### config.mk
export PLATFORM = sky130hd
export DESIGN_NAME = page_ll_top
export DESIGN_NICKNAME = d
export VERILOG_FILES = /design/src/common/llm_pkg.sv /design/src/common/llm_cmd_if.sv /design/src/llm/llm_cmd_decode.sv /design/src/llm/llm_list_core.sv /design/src/design/pkt_linker.sv /design/src/design/pkt_walker.sv /design/src/design/page_ll_top.sv
export SDC_FILE = /design/constraint.sdc
export NUM_CORES = 1
export LEC_CHECK = 0
export BUFFER_PORTS_ARGS = -buffer_cell sky130_fd_sc_hd__buf_2
export CAP_MARGIN = 40
export CORE_MARGIN = 2
export CORE_UTILIZATION = 57
export CTS_CLUSTER_SIZE = 8
export DETAILED_ROUTE_END_ITERATION = 10
export PLACE_DENSITY = 0.85
export SYNTH_ARGS = -nofsm -noshare
export SYNTH_HDL_FRONTEND = slang
export SYNTH_HIERARCHICAL = 1
export SYNTH_SLANG_ARGS = --single-unit
### constraint.sdc
create_clock -name clk -period 3.5 [get_ports clk]
set_clock_uncertainty 0.1 [all_clocks]
set_input_delay 0.35 -clock clk [delete_from_list [all_inputs] [get_ports clk]]
set_output_delay 0.35 -clock clk [all_outputs]
set_load 0.01 [all_outputs]
### src/common/llm_pkg.sv
// Page list manager constants
`default_nettype none

package llm_pkg;

  // page numbering
  localparam int PAGE_W    = 4;
  localparam int NUM_PAGES = 16;

  // link entry is a page number plus a stop flag in the msb
  localparam int NEXT_W = PAGE_W + 1;

  // chain terminator, stop bit only
  localparam logic [NEXT_W-1:0] STOP_NEXT = {1'b1, {PAGE_W{1'b0}}};

  // packet length in pages, 1 to 4
  localparam int LEN_W         = 3;
  localparam int MAX_PKT_PAGES = 4;

  // list manager commands
  localparam int CMD_W = 2;

  // pop a page from the free list
  localparam logic [CMD_W-1:0] CMD_ALLOC = 2'd0;
  // write the link entry of a page
  localparam logic [CMD_W-1:0] CMD_LINK  = 2'd1;
  // return the link entry of a page
  localparam logic [CMD_W-1:0] CMD_READ  = 2'd2;
  // push a page back on the free list
  localparam logic [CMD_W-1:0] CMD_FREE  = 2'd3;

endpackage

`default_nettype wire

### src/common/llm_cmd_if.sv
// List manager command channel
`timescale 1ns/1ps
`default_nettype none

interface llm_cmd_if;

  logic                      cmd_srdy;
  logic                      cmd_drdy;
  logic [llm_pkg::CMD_W-1:0]  cmd_op;
  logic [llm_pkg::PAGE_W-1:0] cmd_page;
  logic [llm_pkg::NEXT_W-1:0] cmd_next;

  // one pulse per accepted command
  logic                      rsp_srdy;
  logic [llm_pkg::PAGE_W-1:0] rsp_page;
  logic [llm_pkg::NEXT_W-1:0] rsp_next;

  modport client (
    output cmd_srdy, cmd_op, cmd_page, cmd_next,
    input  cmd_drdy, rsp_srdy, rsp_page, rsp_next
  );

  modport manager (
    input  cmd_srdy, cmd_op, cmd_page, cmd_next,
    output cmd_drdy, rsp_srdy, rsp_page, rsp_next
  );

endinterface

`default_nettype wire

### src/llm/llm_cmd_decode.sv
// List manager command arbiter
`timescale 1ns/1ps
`default_nettype none

module llm_cmd_decode (
  input logic        clk,
  input logic        rst_n,
  llm_cmd_if.manager lnk,
  llm_cmd_if.manager wlk,
  llm_cmd_if.client  core
);

  // 0 selects the linker, 1 the walker
  logic pick;
  logic grant;
  logic busy;
  logic take;

  // round robin on contention, else whoever asks
  always_comb
  begin
    if (lnk.cmd_srdy && wlk.cmd_srdy)
      pick = ~grant;
    else
      pick = wlk.cmd_srdy;
  end

  // nothing new goes out while a response is pending
  assign core.cmd_srdy = ~busy & (pick ? wlk.cmd_srdy : lnk.cmd_srdy);
  assign core.cmd_op   = pick ? wlk.cmd_op : lnk.cmd_op;
  assign core.cmd_page = pick ? wlk.cmd_page : lnk.cmd_page;
  assign core.cmd_next = pick ? wlk.cmd_next : lnk.cmd_next;

  assign lnk.cmd_drdy = ~busy & ~pick & core.cmd_drdy;
  assign wlk.cmd_drdy = ~busy & pick & core.cmd_drdy;

  assign take = core.cmd_srdy & core.cmd_drdy;

  // response goes to the holder of the grant
  assign lnk.rsp_srdy = busy & ~grant & core.rsp_srdy;
  assign wlk.rsp_srdy = busy & grant & core.rsp_srdy;
  assign lnk.rsp_page = core.rsp_page;
  assign wlk.rsp_page = core.rsp_page;
  assign lnk.rsp_next = core.rsp_next;
  assign wlk.rsp_next = core.rsp_next;

  always_ff @(posedge clk or negedge rst_n)
  begin
    if (!rst_n)
    begin
      busy  <= 1'b0;
      grant <= 1'b0;
    end
    else if (take)
    begin
      busy  <= 1'b1;
      grant <= pick;
    end
    else if (core.rsp_srdy)
      busy <= 1'b0;
  end

endmodule

`default_nettype wire

### src/llm/llm_list_core.sv
// Free list and link memory
`timescale 1ns/1ps
`default_nettype none

module llm_list_core (
  input  logic                      clk,
  input  logic                      rst_n,
  llm_cmd_if.manager                cmd,
  output logic [llm_pkg::PAGE_W:0]  free_count
);

  // free pages, top of stack at sp-1
  logic [llm_pkg::PAGE_W-1:0] stack [llm_pkg::NUM_PAGES];
  logic [llm_pkg::PAGE_W:0]   sp;
  logic [llm_pkg::PAGE_W-1:0] top;

  // next pointer per page
  logic [llm_pkg::NEXT_W-1:0] link_mem [llm_pkg::NUM_PAGES];

  logic empty;
  logic take;

  assign empty = (sp == '0);
  assign top   = sp[llm_pkg::PAGE_W-1:0] - 1'b1;

  // only an alloc on an empty list stalls
  assign cmd.cmd_drdy = ~(empty && (cmd.cmd_op == llm_pkg::CMD_ALLOC));

  assign take       = cmd.cmd_srdy & cmd.cmd_drdy;
  assign free_count = sp;

  always_ff @(posedge clk or negedge rst_n)
  begin
    if (!rst_n)
    begin
      // full list, page 0 on top
      sp           <= {1'b1, {llm_pkg::PAGE_W{1'b0}}};
      cmd.rsp_srdy <= 1'b0;
      for (int i = 0; i < llm_pkg::NUM_PAGES; i++)
      begin
        stack[i] <= ~i[llm_pkg::PAGE_W-1:0];
      end
    end
    else
    begin
      cmd.rsp_srdy <= take;
      if (take)
      begin
        case (cmd.cmd_op)
          llm_pkg::CMD_ALLOC:
            sp <= sp - 1'b1;
          llm_pkg::CMD_FREE:
          begin
            stack[sp[llm_pkg::PAGE_W-1:0]] <= cmd.cmd_page;
            sp                            <= sp + 1'b1;
          end
          default:
            sp <= sp;
        endcase
      end
    end
  end

  // link writes and response data
  always_ff @(posedge clk)
  begin
    if (take)
    begin
      case (cmd.cmd_op)
        llm_pkg::CMD_ALLOC:
          cmd.rsp_page <= stack[top];
        llm_pkg::CMD_LINK:
          link_mem[cmd.cmd_page] <= cmd.cmd_next;
        llm_pkg::CMD_READ:
          cmd.rsp_next <= link_mem[cmd.cmd_page];
        default:
          cmd.rsp_page <= cmd.rsp_page;
      endcase
    end
  end

endmodule

`default_nettype wire

### src/design/pkt_linker.sv
// Packet page chain builder
`timescale 1ns/1ps
`default_nettype none

module pkt_linker (
  input  logic                       clk,
  input  logic                       rst_n,
  input  logic                       pkt_srdy,
  input  logic [llm_pkg::LEN_W-1:0]  pkt_len,
  output logic                       pkt_drdy,
  llm_cmd_if.client                  lm,
  output logic                       head_srdy,
  output logic [llm_pkg::PAGE_W-1:0] head_page,
  input  logic                       head_drdy
);

  logic alloc_st;
  logic link_st;
  logic pend;
  logic last_idx;

  logic [llm_pkg::LEN_W-1:0]  len;
  logic [llm_pkg::LEN_W-1:0]  idx;
  logic [llm_pkg::LEN_W-1:0]  idx_nxt;
  logic [llm_pkg::PAGE_W-1:0] pages [llm_pkg::MAX_PKT_PAGES];

  assign pkt_drdy = ~(alloc_st | link_st | head_srdy);
  assign last_idx = (idx == len - 1'b1);
  assign idx_nxt  = idx + 1'b1;

  // one command in flight, allocs first then links
  assign lm.cmd_srdy = (alloc_st | link_st) & ~pend;
  assign lm.cmd_op   = alloc_st ? llm_pkg::CMD_ALLOC : llm_pkg::CMD_LINK;
  assign lm.cmd_page = pages[idx[llm_pkg::LEN_W-2:0]];
  assign lm.cmd_next = last_idx ? llm_pkg::STOP_NEXT
                                : {1'b0, pages[idx_nxt[llm_pkg::LEN_W-2:0]]};

  assign head_page = pages[0];

  always_ff @(posedge clk or negedge rst_n)
  begin
    if (!rst_n)
    begin
      alloc_st  <= 1'b0;
      link_st   <= 1'b0;
      head_srdy <= 1'b0;
      pend      <= 1'b0;
      idx       <= '0;
    end
    else
    begin
      if (pkt_srdy && pkt_drdy)
      begin
        alloc_st <= 1'b1;
        idx      <= '0;
      end
      if (lm.cmd_srdy && lm.cmd_drdy)
        pend <= 1'b1;
      if (lm.rsp_srdy)
      begin
        pend <= 1'b0;
        if (!last_idx)
          idx <= idx_nxt;
        else if (alloc_st)
        begin
          // all pages in hand, start linking from the head
          alloc_st <= 1'b0;
          link_st  <= 1'b1;
          idx      <= '0;
        end
        else
        begin
          link_st   <= 1'b0;
          head_srdy <= 1'b1;
        end
      end
      if (head_srdy && head_drdy)
        head_srdy <= 1'b0;
    end
  end

  always_ff @(posedge clk)
  begin
    if (pkt_srdy && pkt_drdy)
      len <= pkt_len;
    if (alloc_st && lm.rsp_srdy)
      pages[idx[llm_pkg::LEN_W-2:0]] <= lm.rsp_page;
  end

endmodule

`default_nettype wire

### src/design/pkt_walker.sv
// Page chain walker
`timescale 1ns/1ps
`default_nettype none

module pkt_walker (
  input  logic                       clk,
  input  logic                       rst_n,
  input  logic                       head_srdy,
  input  logic [llm_pkg::PAGE_W-1:0] head_page,
  output logic                       head_drdy,
  llm_cmd_if.client                  lm,
  output logic                       out_srdy,
  output logic [llm_pkg::PAGE_W-1:0] out_page,
  output logic                       out_last,
  input  logic                       out_drdy
);

  logic rd_st;
  logic free_st;
  logic pend;

  logic [llm_pkg::PAGE_W-1:0] page;
  logic [llm_pkg::PAGE_W-1:0] nxt;

  assign head_drdy = ~(rd_st | out_srdy | free_st);

  // read the link, present the page, then free it
  assign lm.cmd_srdy = (rd_st | free_st) & ~pend;
  assign lm.cmd_op   = rd_st ? llm_pkg::CMD_READ : llm_pkg::CMD_FREE;
  assign lm.cmd_page = page;
  // walker never writes links
  assign lm.cmd_next = '0;

  assign out_page = page;

  always_ff @(posedge clk or negedge rst_n)
  begin
    if (!rst_n)
    begin
      rd_st    <= 1'b0;
      out_srdy <= 1'b0;
      free_st  <= 1'b0;
      pend     <= 1'b0;
    end
    else
    begin
      if (head_srdy && head_drdy)
        rd_st <= 1'b1;
      if (lm.cmd_srdy && lm.cmd_drdy)
        pend <= 1'b1;
      if (lm.rsp_srdy)
      begin
        pend <= 1'b0;
        if (rd_st)
        begin
          rd_st    <= 1'b0;
          out_srdy <= 1'b1;
        end
        else
        begin
          free_st <= 1'b0;
          rd_st   <= ~out_last;
        end
      end
      if (out_srdy && out_drdy)
      begin
        out_srdy <= 1'b0;
        free_st  <= 1'b1;
      end
    end
  end

  always_ff @(posedge clk)
  begin
    if (head_srdy && head_drdy)
      page <= head_page;
    else if (free_st && lm.rsp_srdy)
      page <= nxt;
    if (rd_st && lm.rsp_srdy)
    begin
      nxt      <= lm.rsp_next[llm_pkg::PAGE_W-1:0];
      out_last <= (lm.rsp_next == llm_pkg::STOP_NEXT);
    end
  end

endmodule

`default_nettype wire

### src/design/page_ll_top.sv
// Linked list page manager top
`timescale 1ns/1ps
`default_nettype none

module page_ll_top (
  input  logic                       clk,
  input  logic                       rst_n,
  input  logic                       pkt_srdy,
  output logic                       pkt_drdy,
  input  logic [llm_pkg::LEN_W-1:0]  pkt_len,
  output logic                       out_srdy,
  input  logic                       out_drdy,
  output logic [llm_pkg::PAGE_W-1:0] out_page,
  output logic                       out_last,
  output logic [llm_pkg::PAGE_W:0]   free_count
);

  llm_cmd_if lnk_if ();
  llm_cmd_if wlk_if ();
  llm_cmd_if core_if ();

  // head queue from linker to walker
  logic                       head_srdy;
  logic                       head_drdy;
  logic [llm_pkg::PAGE_W-1:0] head_page;

  pkt_linker linker_i (
    .clk       (clk),
    .rst_n     (rst_n),
    .pkt_srdy  (pkt_srdy),
    .pkt_len   (pkt_len),
    .pkt_drdy  (pkt_drdy),
    .lm        (lnk_if.client),
    .head_srdy (head_srdy),
    .head_page (head_page),
    .head_drdy (head_drdy)
  );

  pkt_walker walker_i (
    .clk       (clk),
    .rst_n     (rst_n),
    .head_srdy (head_srdy),
    .head_page (head_page),
    .head_drdy (head_drdy),
    .lm        (wlk_if.client),
    .out_srdy  (out_srdy),
    .out_page  (out_page),
    .out_last  (out_last),
    .out_drdy  (out_drdy)
  );

  llm_cmd_decode decode_i (
    .clk   (clk),
    .rst_n (rst_n),
    .lnk   (lnk_if.manager),
    .wlk   (wlk_if.manager),
    .core  (core_if.client)
  );

  llm_list_core core_i (
    .clk        (clk),
    .rst_n      (rst_n),
    .cmd        (core_if.manager),
    .free_count (free_count)
  );

endmodule

`default_nettype wire

==> qor.txt, run 1 <==
Status -> completed
Global-route wire length before repair -> 29.8 mm
Min Tclk post-route -> 3.27 ns
Post-layout instance area -> 10,300 µm²
Number of buffers created by CTS -> 17
Total Neg Setup Slack -> 0 ns
Setup violators final -> 0
Die Y-Extent -> 133 µm
Slew Limit Headroom -> 45.2%
Clock buffer depth -> 2
Worst VDD drop -> 327 µV
Die Area -> 17,600 µm²
Crit path kind -> flip-flop to flip-flop
Average size of a mapped cell -> 15.9 µm²
Tot Pwr -> 4.83 mW
Row count -> 47
Clk Latency, worst-skew pair -> 0.44 ns
DP Worst Slack -> 0.147 ns
CTS tree -> done
ANT nets after route -> 0
Nets -> 630
Leakage -> 3.95 nW
DRT iter0 DRCs -> 477
Max-cap violation count -> 0
# fillers -> 1,084
Yosys warnings -> 6
Pre-antenna DRT Iters -> 7
Input/output buffers -> 18
Overflow after GRT -> 0
Fin crit share -> 93.5%
Final hold vios -> 0
Maximum clock frequency -> 306 MHz
Worst-Margin Slew -> 0.816 ns
Hold Crit Class -> primary input to async pin
Slack of the critical path -> 0.227 ns
Routed len/inst -> 22.3 µm
Initial antenna violation count -> 0
Placement Cell Area -> 9630 µm²
Power per Cell Area -> 468 nW/µm²
Post-synthesis cell area -> 9460 µm²
CP arrival -> 3.24 ns
Syn Inst Count -> 596
# DRC -> 0
Ant diodes -> 0
Final WL -> 18.7 mm
Gr usage total -> 22.5%
Final Max Slew Viols -> 0
Via/cell ratio -> 6.15
Critical Path RT -> 3.47 ns
CP Launch Type -> flip-flop
Ports -> 19
Via count of the routed design -> 5,155
H-tree depth -> 4
Crit Path Max Fanout -> 9
Crit. End Element -> flip-flop
Root buffer cell -> clkbuf_16
Vias in the first global route -> 5,389
CORE AREA -> 16,400 µm²
Largest net degree at the start of global routing -> 63
Share of cells above drive strength 1 -> 35.0%
Reg clk slew, reported paths -> 0.07 ns
CTS sink count -> 200
P&R area growth vs syn -> 9.27%
Die Wd -> 133 µm
GP Congestion -> 0.845
RSZ-0062 raised after global routing -> false
Starting Density -> 57.7%
Setup repair bufs after CTS -> 0
Detailed Place HPWL -> 12.5 mm
power breakdown:
part / internal (mW) / switching, mW / total [mW]
Sequential: 2.53 / 0.0240 / 2.56
Combinational: 0.0778 / 0.139 / 0.217
Clock: 1.21 / 0.851 / 2.06
state kept, by name, indices dropped and copies added, names as in the netlist:
name	cells
core_i/cmd.rsp_srdy	1
linker_i/head_srdy	1
linker_i/pages	16
core_i/stack	64
linker_i/alloc_st	1
linker_i/len	3
linker_i/idx	3
decode_i/busy	1
walker_i/pend	1
core_i/cmd.rsp_next	5
linker_i/pend	1
core_i/link_mem	80
decode_i/grant	1
walker_i/nxt	4
core_i/free_count	5
walker_i/out_srdy	1
core_i/cmd.rsp_page	4
walker_i/free_st	1
linker_i/link_st	1
walker_i/rd_st	1
walker_i/lm.cmd_page	4
walker_i/out_last	1
critical path, stage by stage, from the launching register on:
cell	delay, ns
dfrtp_1	0.36
nor2_1	0.06
nor2_1	0.19
a21boi_4	0.42
mux2_2	0.26
inv_1	0.07
ha_1	0.19
and3b_1	0.22
a21boi_2	0.16
nand2_1	0.06
or3_1	0.39
nor2_1	0.43
metal layers:
layer / global-route usage [%] / share of wire, %
met1: 28.2 / 40
met2: 38.4 / 52
met3: 5.13 / 6.2
met4: 8.66 / 2.2
met5: 0 / 0
final timing paths:
path / depth (start not counted) / startpoint / to / slack [ns]
worst min register to register: 0 / core_i/cmd.rsp_next[0] / walker_i/nxt[0] / 0.35
max in group asynchronous: 3 / rst_n / core_i/stack[51] / 2.40
min in group clk: 0 / core_i/cmd.rsp_next[0] / walker_i/nxt[0] / 0.35
worst min-delay path: 2 / rst_n / walker_i/out_srdy / 0.24
worst max register to register: 11 / walker_i/rd_st / core_i/link_mem[3][1] / 0.23
worst max-delay path: 11 / walker_i/rd_st / core_i/link_mem[3][1] / 0.23
layout by cell type, fill, tap and decap left out, types with 2 or more instances in the layout:
cell type      instances
edfxtp_1             117
mux2_2                73
dfrtp_1               50
nor2_1                35
dfstp_2               33
nand2_1               27
mux4_2                25
clkbuf_16             20
mux4_1                18
ha_1                  17
buf_2                 17
inv_1                 16
nand2b_1              13
buf_4                 13
xnor2_1                8
nor2b_1                8
mux2i_1                8
nor3_1                 8
mux2_4                 8
nand3_1                7
and3_1                 7
conb_1                 7
clkinv_4               5
nand4_1                5
o21ai_0                5
dlygate4sd3_1          5
and2_1                 4
a21oi_1                4
a221oi_1               3
a32o_1                 3
nor3_2                 3
clkinv_2               2
bufinv_16              2
nand4b_1               2
nor3b_1                2
a21o_1                 2
xor2_1                 2
o311a_1                2
a31o_1                 2
repair_timing:
action                                  CTS  global route
hold buffers                              5             0
resized for setup                         0             2
endpoints found under the setup margin    0            10
endpoints found under the hold margin    25             0
area by class of cell:
class / instances / area (µm²) / area share (%)
flip-flops and latches: 200 / 5630 / 54.5
multi-input cells: 333 / 3460 / 33.5
repair buffers: 36 / 260 / 2.52
clock inverters: 11 / 133 / 1.28
inverters: 17 / 63.8 / 0.617
clock buffers: 21 / 514 / 4.97
well taps: 220 / 275 / 2.66
through the flow:
stage | std cells | hold WS, ns | util (%)
2_1_floorplan | 600 | -0.0456 | -
3_3_place_gp | 800 | 0.332 | 58.5
3_5_place_dp | 801 | 0.163 | 58.7
4_1_cts | 838 | 0.239 | 62.9
5_1_grt | 838 | 0.254 | 63.0
6_report | 838 | 0.242 | 63.0
No activity file was read; power rests on OpenSTA's default activity.
==> inputs of run 2 (changes only) <==
Settings changed: CORE_UTILIZATION 57 to 59, CTS_BUF_LIST set to sky130_fd_sc_hd__clkbuf_8, PLACE_DENSITY 0.85 to 0.78, SYNTH_HIERARCHICAL 1 to not set.
==> qor.txt, run 2 <==
Status -> completed
GR Util met2 -> 39.1%
Share of cells above drive strength 1 -> 18.8%
R2R depth -> 8
Via/cell ratio -> 6.21
# DRC -> 0
Seq/Total Area, Yosys -> 64.2%
Initial antenna violation count -> 0
Synth Area in Compound Gates -> 9.85%
XOR/XNOR Fraction of Synth Area -> 1.10%
Post-synthesis adder-cell area fraction -> 2.23%
Final Max Slew Viols -> 0
CTS tree -> done
Setup repair bufs after CTS -> 0
CP Launch Type -> flip-flop
Max-cap violation count -> 0
Routed len/inst -> 20.1 µm
Number of buffers created by CTS -> 17
Crit. End Element -> flip-flop
RR Endpoint -> core_i.cmd.rsp_next[2]
GP Congestion -> 0.856
Starting Density -> 60.3%
Clock buffer depth -> 2
Global-route wire length before repair -> 29.6 mm
Ant diodes -> 0
Crit Path Max Fanout -> 57
Die Area -> 15,900 µm²
Detailed Place HPWL -> 12.3 mm
Reg clk slew, reported paths -> 0.09 ns
Crit path kind -> flip-flop to flip-flop
Die Y-Extent -> 126 µm
H-tree depth -> 4
Reg2reg start -> linker_i.alloc_st
WHS -> 0.182 ns
Via count of the routed design -> 5,581
P&R area growth vs syn -> 7.79%
Final WL -> 18.0 mm
Worst VDD drop -> 479 µV
Syn Inst Count -> 678
Setup violators final -> 0
Total Neg Setup Slack -> 0 ns
Yosys warnings -> 0
Post-synth EDFFs -> 117
Top_reg_cell synth -> edfxtp_1
Reg2Reg Setup Slack -> 0.44 ns
Final hold vios -> 0
Maximum clock frequency -> 327 MHz
DP Worst Slack -> 0.495 ns
Gr usage total -> 24.1%
Clk Latency, worst-skew pair -> 0.45 ns
Synth top area cells -> edfxtp_1 (40%), dfrtp_1 (14%), dfstp_2 (9.9%)
Grt peak-use layer -> met2
Root buffer cell -> clkbuf_8
Ports -> 19
Synth top cells by count -> edfxtp_1 (117), nor2_1 (108), a21oi_1 (97), nand2_1 (65), dfrtp_1 (50)
RSZ-0062 raised after global routing -> false
Fin crit share -> 87.3%
Leading area contributor after synthesis -> edfxtp_1
Die Wd -> 126 µm
Largest family of logic cells by synthesized area -> simple AND/OR/NAND/NOR gates
Critical Path RT -> 3.61 ns
CORE AREA -> 14,500 µm²
Row count -> 44
Grt met1 use -> 32.7%
Yosys reg bits -> 200
Hold Crit Class -> primary input to async pin
Nets -> 723
Max FFs per register -> 80
Slack of the critical path -> 0.444 ns
Post-synthesis mux area share -> 9.95%
Vias in the first global route -> 5,713
Area share of and/or/nand/nor cells after synthesis -> 10.3%
Top reg by flops -> core_i.link_mem
DRT iter0 DRCs -> 576
DP Cell Count -> 861
Post-synthesis async set-or-reset flop share -> 41.5%
ANT nets after route -> 0
Post-synth top area share -> 40.1%
M3 GR Usage -> 5.52%
Overflow after GRT -> 0
Input/output buffers -> 18
Final cell count without fillers -> 898
Largest net degree at the start of global routing -> 72
CTS sink count -> 200
Average size of a mapped cell -> 12.9 µm²
Net count after synthesis -> 700
Post-synthesis cell area -> 8770 µm²
Yosys cell types -> 45
Power per Cell Area -> 820 nW/µm²
Min Tclk post-route -> 3.06 ns
Pre-antenna DRT Iters -> 5
CP arrival -> 3.16 ns
Leakage -> 3.57 nW
Commonest non-fill, non-tap cell in the layout -> edfxtp_1
Slew Limit Headroom -> 38.5%
Count leader, synth -> edfxtp_1
Commonest cells after routing, fill and taps aside -> edfxtp_1 (117), nor2_1 (108), a21oi_1 (97)
Worst-Margin Slew -> 0.919 ns
==> run 2: critical path: stages (launching register included) <==
cell and delay [ns]:
dfrtp_1 0.58, o21ba_2 0.26, a21o_1 0.56, mux2i_4 0.35
buf_12 0.27, mux2i_1 0.25, a221oi_1 0.12, a21oi_1 0.18
nand2_1 0.08
==> run 2: metal layers <==
metal | routed length, µm | part of all wire (%) | up-vias
met2 | 8890 | 49 | 240
met1 | 7530 | 42 | 2767
met3 | 1240 | 6.9 | 33
met5 | 0 | 0 | -
li1 | - | - | 2541
met4 | 362 | 2.0 | 0
==> run 2: repair_timing <==
item / 4_1_cts / 5_1_grt
hold buffers: 5 / 0
resized for setup: 0 / 0
hold endpoints to repair: 55 / 0
==> run 2: logic make-up (layout without fill, tap and decap cells) <==
family / Yosys count / in the layout
and+or+nand+nor: 214 / 214
AOI/OAI and AO/OA: 147 / 147
buffers and inverters: 41 / 77
xor gates and xnor gates: 11 / 11
muxes: 50 / 50
DFF: 200 / 200
adders and majority gates: 15 / 15
==> run 2: power by group <==
group	switching [mW]	internal, mW	leakage, nW	total, mW
logic	1.86	1.17	1.33	3.03
clock network	0.747	0.548	0.165	1.29
registers	0.301	3.12	2.07	3.42
total	2.91	4.84	3.57	7.75
==> run 2: through the flow <==
stage	util, %	area (µm²)	power [mW]
after floorplan	-	8770	5.62
after global placement	62.1	9030	6.33
after detailed placement	62.3	9060	6.47
after CTS	65.0	9450	7.76
after global routing	65.0	9450	8.19
final	65.0	9450	7.75
==> run 2: worst max path at each step <==
stage | from | endpoint | slack [ns] | cells after the start
2_1_floorplan | core_i.free_count[0] | core_i.cmd.rsp_page[0] | 0.34 | 7
3_3_place_gp | linker_i.alloc_st | core_i.free_count[4] | 0.62 | 10
3_5_place_dp | linker_i.alloc_st | core_i.free_count[4] | 0.49 | 10
4_1_cts | linker_i.alloc_st | core_i.free_count[4] | 0.47 | 10
5_1_grt | linker_i.alloc_st | core_i.free_count[4] | 0.25 | 10
6_report | linker_i.alloc_st | core_i.cmd.rsp_next[2] | 0.44 | 8
==> run 2: layout make-up <==
class                   instances  area [µm²]
clock inverters                15         110
clock buffers                  17         234
well taps                     184         230
inverters                      11        41.3
flip-flops and latches        200        5630
fillers                      1031        5080
repair buffers                 34         258
multi-input cells             437        2950
==> inputs of run 3 (changes only) <==
Settings changed: PLACE_DENSITY 0.78 to 0.79.
==> qor.txt, run 3 (synthesized netlist as in run 2, its figures left out) <==
Share of cells above drive strength 1 -> 19.6%
Grt peak-use layer -> met2
Worst-Margin Slew -> 0.901 ns
Clk Latency, worst-skew pair -> 0.47 ns
Vias in the first global route -> 5,582
Final cell count without fillers -> 903
Min Tclk post-route -> 2.93 ns
Gr usage total -> 24.0%
Final WL -> 18.2 mm
Largest net degree at the start of global routing -> 49
RSZ-0062 raised after global routing -> false
Ports -> 19
Via/cell ratio -> 6.24
Nets -> 728
CP arrival -> 3.16 ns
# DRC -> 0
Reg2reg start -> linker_i.alloc_st
Overflow after GRT -> 0
Number of buffers created by CTS -> 17
R2R depth -> 8
Setup violators final -> 0
Ant diodes -> 0
Commonest non-fill, non-tap cell in the layout -> edfxtp_1
Post-layout instance area -> 9540 µm²
# fillers -> 990
Slew Limit Headroom -> 39.8%
Pre-antenna DRT Iters -> 6
Crit Path Max Fanout -> 15
Top reg by flops -> core_i.link_mem
Setup crit start -> linker_i.alloc_st
Total Neg Setup Slack -> 0 ns
Commonest cells after routing, fill and taps aside -> edfxtp_1 (117), nor2_1 (108), a21oi_1 (97)
Worst Min Path Start -> pkt_srdy
CORE AREA -> 14,500 µm²
Global-route wire length before repair -> 29.4 mm
Power per Cell Area -> 840 nW/µm²
Maximum clock frequency -> 342 MHz
GP Congestion -> 0.891
P&R area growth vs syn -> 8.81%
DP Cell Count -> 866
Hold Path Depth -> 3
Placement Cell Area -> 9070 µm²
Die Wd -> 126 µm
Hold Crit Class -> primary input to flip-flop
Starting Density -> 60.3%
Via count of the routed design -> 5,635
CTS resizes -> 0
Grt met1 use -> 32.3%
Worst VDD drop -> 442 µV
Critical Path RT -> 3.73 ns
Die Area -> 15,900 µm²
Reg clk slew, reported paths -> 0.10 ns
Final Max Slew Viols -> 0
Detailed Place HPWL -> 12.4 mm
Max FFs per register -> 80
Status -> completed
GR Util met2 -> 38.5%
Setup repair bufs after CTS -> 0
CTS tree -> done
Clock buffer depth -> 2
Initial antenna violation count -> 0
Final hold vios -> 0
M3 GR Usage -> 5.56%
WHS -> 0.241 ns
Reg2Reg Setup Slack -> 0.57 ns
CP Launch Type -> flip-flop
Input/output buffers -> 18
Crit. End Element -> flip-flop
Crit path kind -> flip-flop to flip-flop
CTS sink count -> 200
Max-cap violation count -> 0
Hold Path End -> linker_i.alloc_st
Fin crit share -> 83.6%
RR Endpoint -> core_i.cmd.rsp_next[4]
Die Y-Extent -> 126 µm
Root buffer cell -> clkbuf_8
ANT nets after route -> 0
Row count -> 44
H-tree depth -> 4
Routed len/inst -> 20.2 µm
DRT iter0 DRCs -> 753
Leakage -> 3.64 nW
==> run 3: cell count changes in the layout (fill, tap and decap cells not counted) <==
cell,change
clkinv_1,-4
clkbuf_8,+1
clkinvlp_2,-2
buf_4,+6
inv_8,+1
clkinv_2,-1
inv_4,+1
clkinvlp_4,-2
inv_1,+2
bufinv_16,+2
buf_16,-1
inv_6,+2
==> run 3: per-layer routing <==
metal	routed length, µm	part of all wire (%)
met1	7380	41
met2	8820	48
met3	1460	8.0
met4	555	3.0
met5	0	0
==> run 3: worst max-delay path, stage by stage (launching register included) <==
cell and delay (ns):
dfrtp_1 0.57, o21ba_2 0.25, a21o_1 0.25, mux2i_4 0.69, buf_4 0.29, a21oi_1 0.09
a221oi_1 0.33, a21oi_1 0.10, nand2_1 0.10
==> run 3: final cells by class <==
class                   instances  area (µm²)  share of cell area (%)
flip-flops and latches        200        5630                    59.0
clock buffers                  18         248                    2.60
multi-input cells             437        2950                    30.9
well taps                     184         230                    2.41
inverters                      11        41.3                   0.433
repair buffers                 39         275                    2.89
clock inverters                14         168                    1.76
==> run 3: metrics by stage <==
| step | power [mW] | worst slack (ns) | util [%] |
|---|---|---|---|
| 6_report | 8.01 | 0.574 | 65.6 |
| 4_1_cts | 7.99 | 0.593 | 65.6 |
| 2_1_floorplan | 5.62 | 0.341 | - |
| 5_1_grt | 8.42 | 0.414 | 65.6 |
| 3_5_place_dp | 6.47 | 0.636 | 62.4 |
| 3_3_place_gp | 6.34 | 0.697 | 62.2 |
==> run 3: how the worst max path moves through the flow <==
stage                                        end  slack [ns]  cells after the start
after floorplan           core_i.cmd.rsp_page[0]        0.34                      7
final                     core_i.cmd.rsp_next[4]        0.57                      8
after detailed placement  core_i.cmd.rsp_next[4]        0.64                      6
after CTS                 core_i.cmd.rsp_next[4]        0.59                      7
after global routing      core_i.cmd.rsp_next[1]        0.41                      9
after global placement    core_i.cmd.rsp_next[1]        0.70                      7
==> run 3: timing repair <==
item | 4_1_cts | 5_1_grt
endpoints found under the setup margin | 0 | 0
endpoints found under the hold margin | 31 | 0
hold buffers | 5 | 0
==> run 3: power by group <==
group	switching, mW	internal (mW)
clock network	0.785	0.731
logic	1.89	1.20
registers	0.289	3.12
total	2.96	5.05
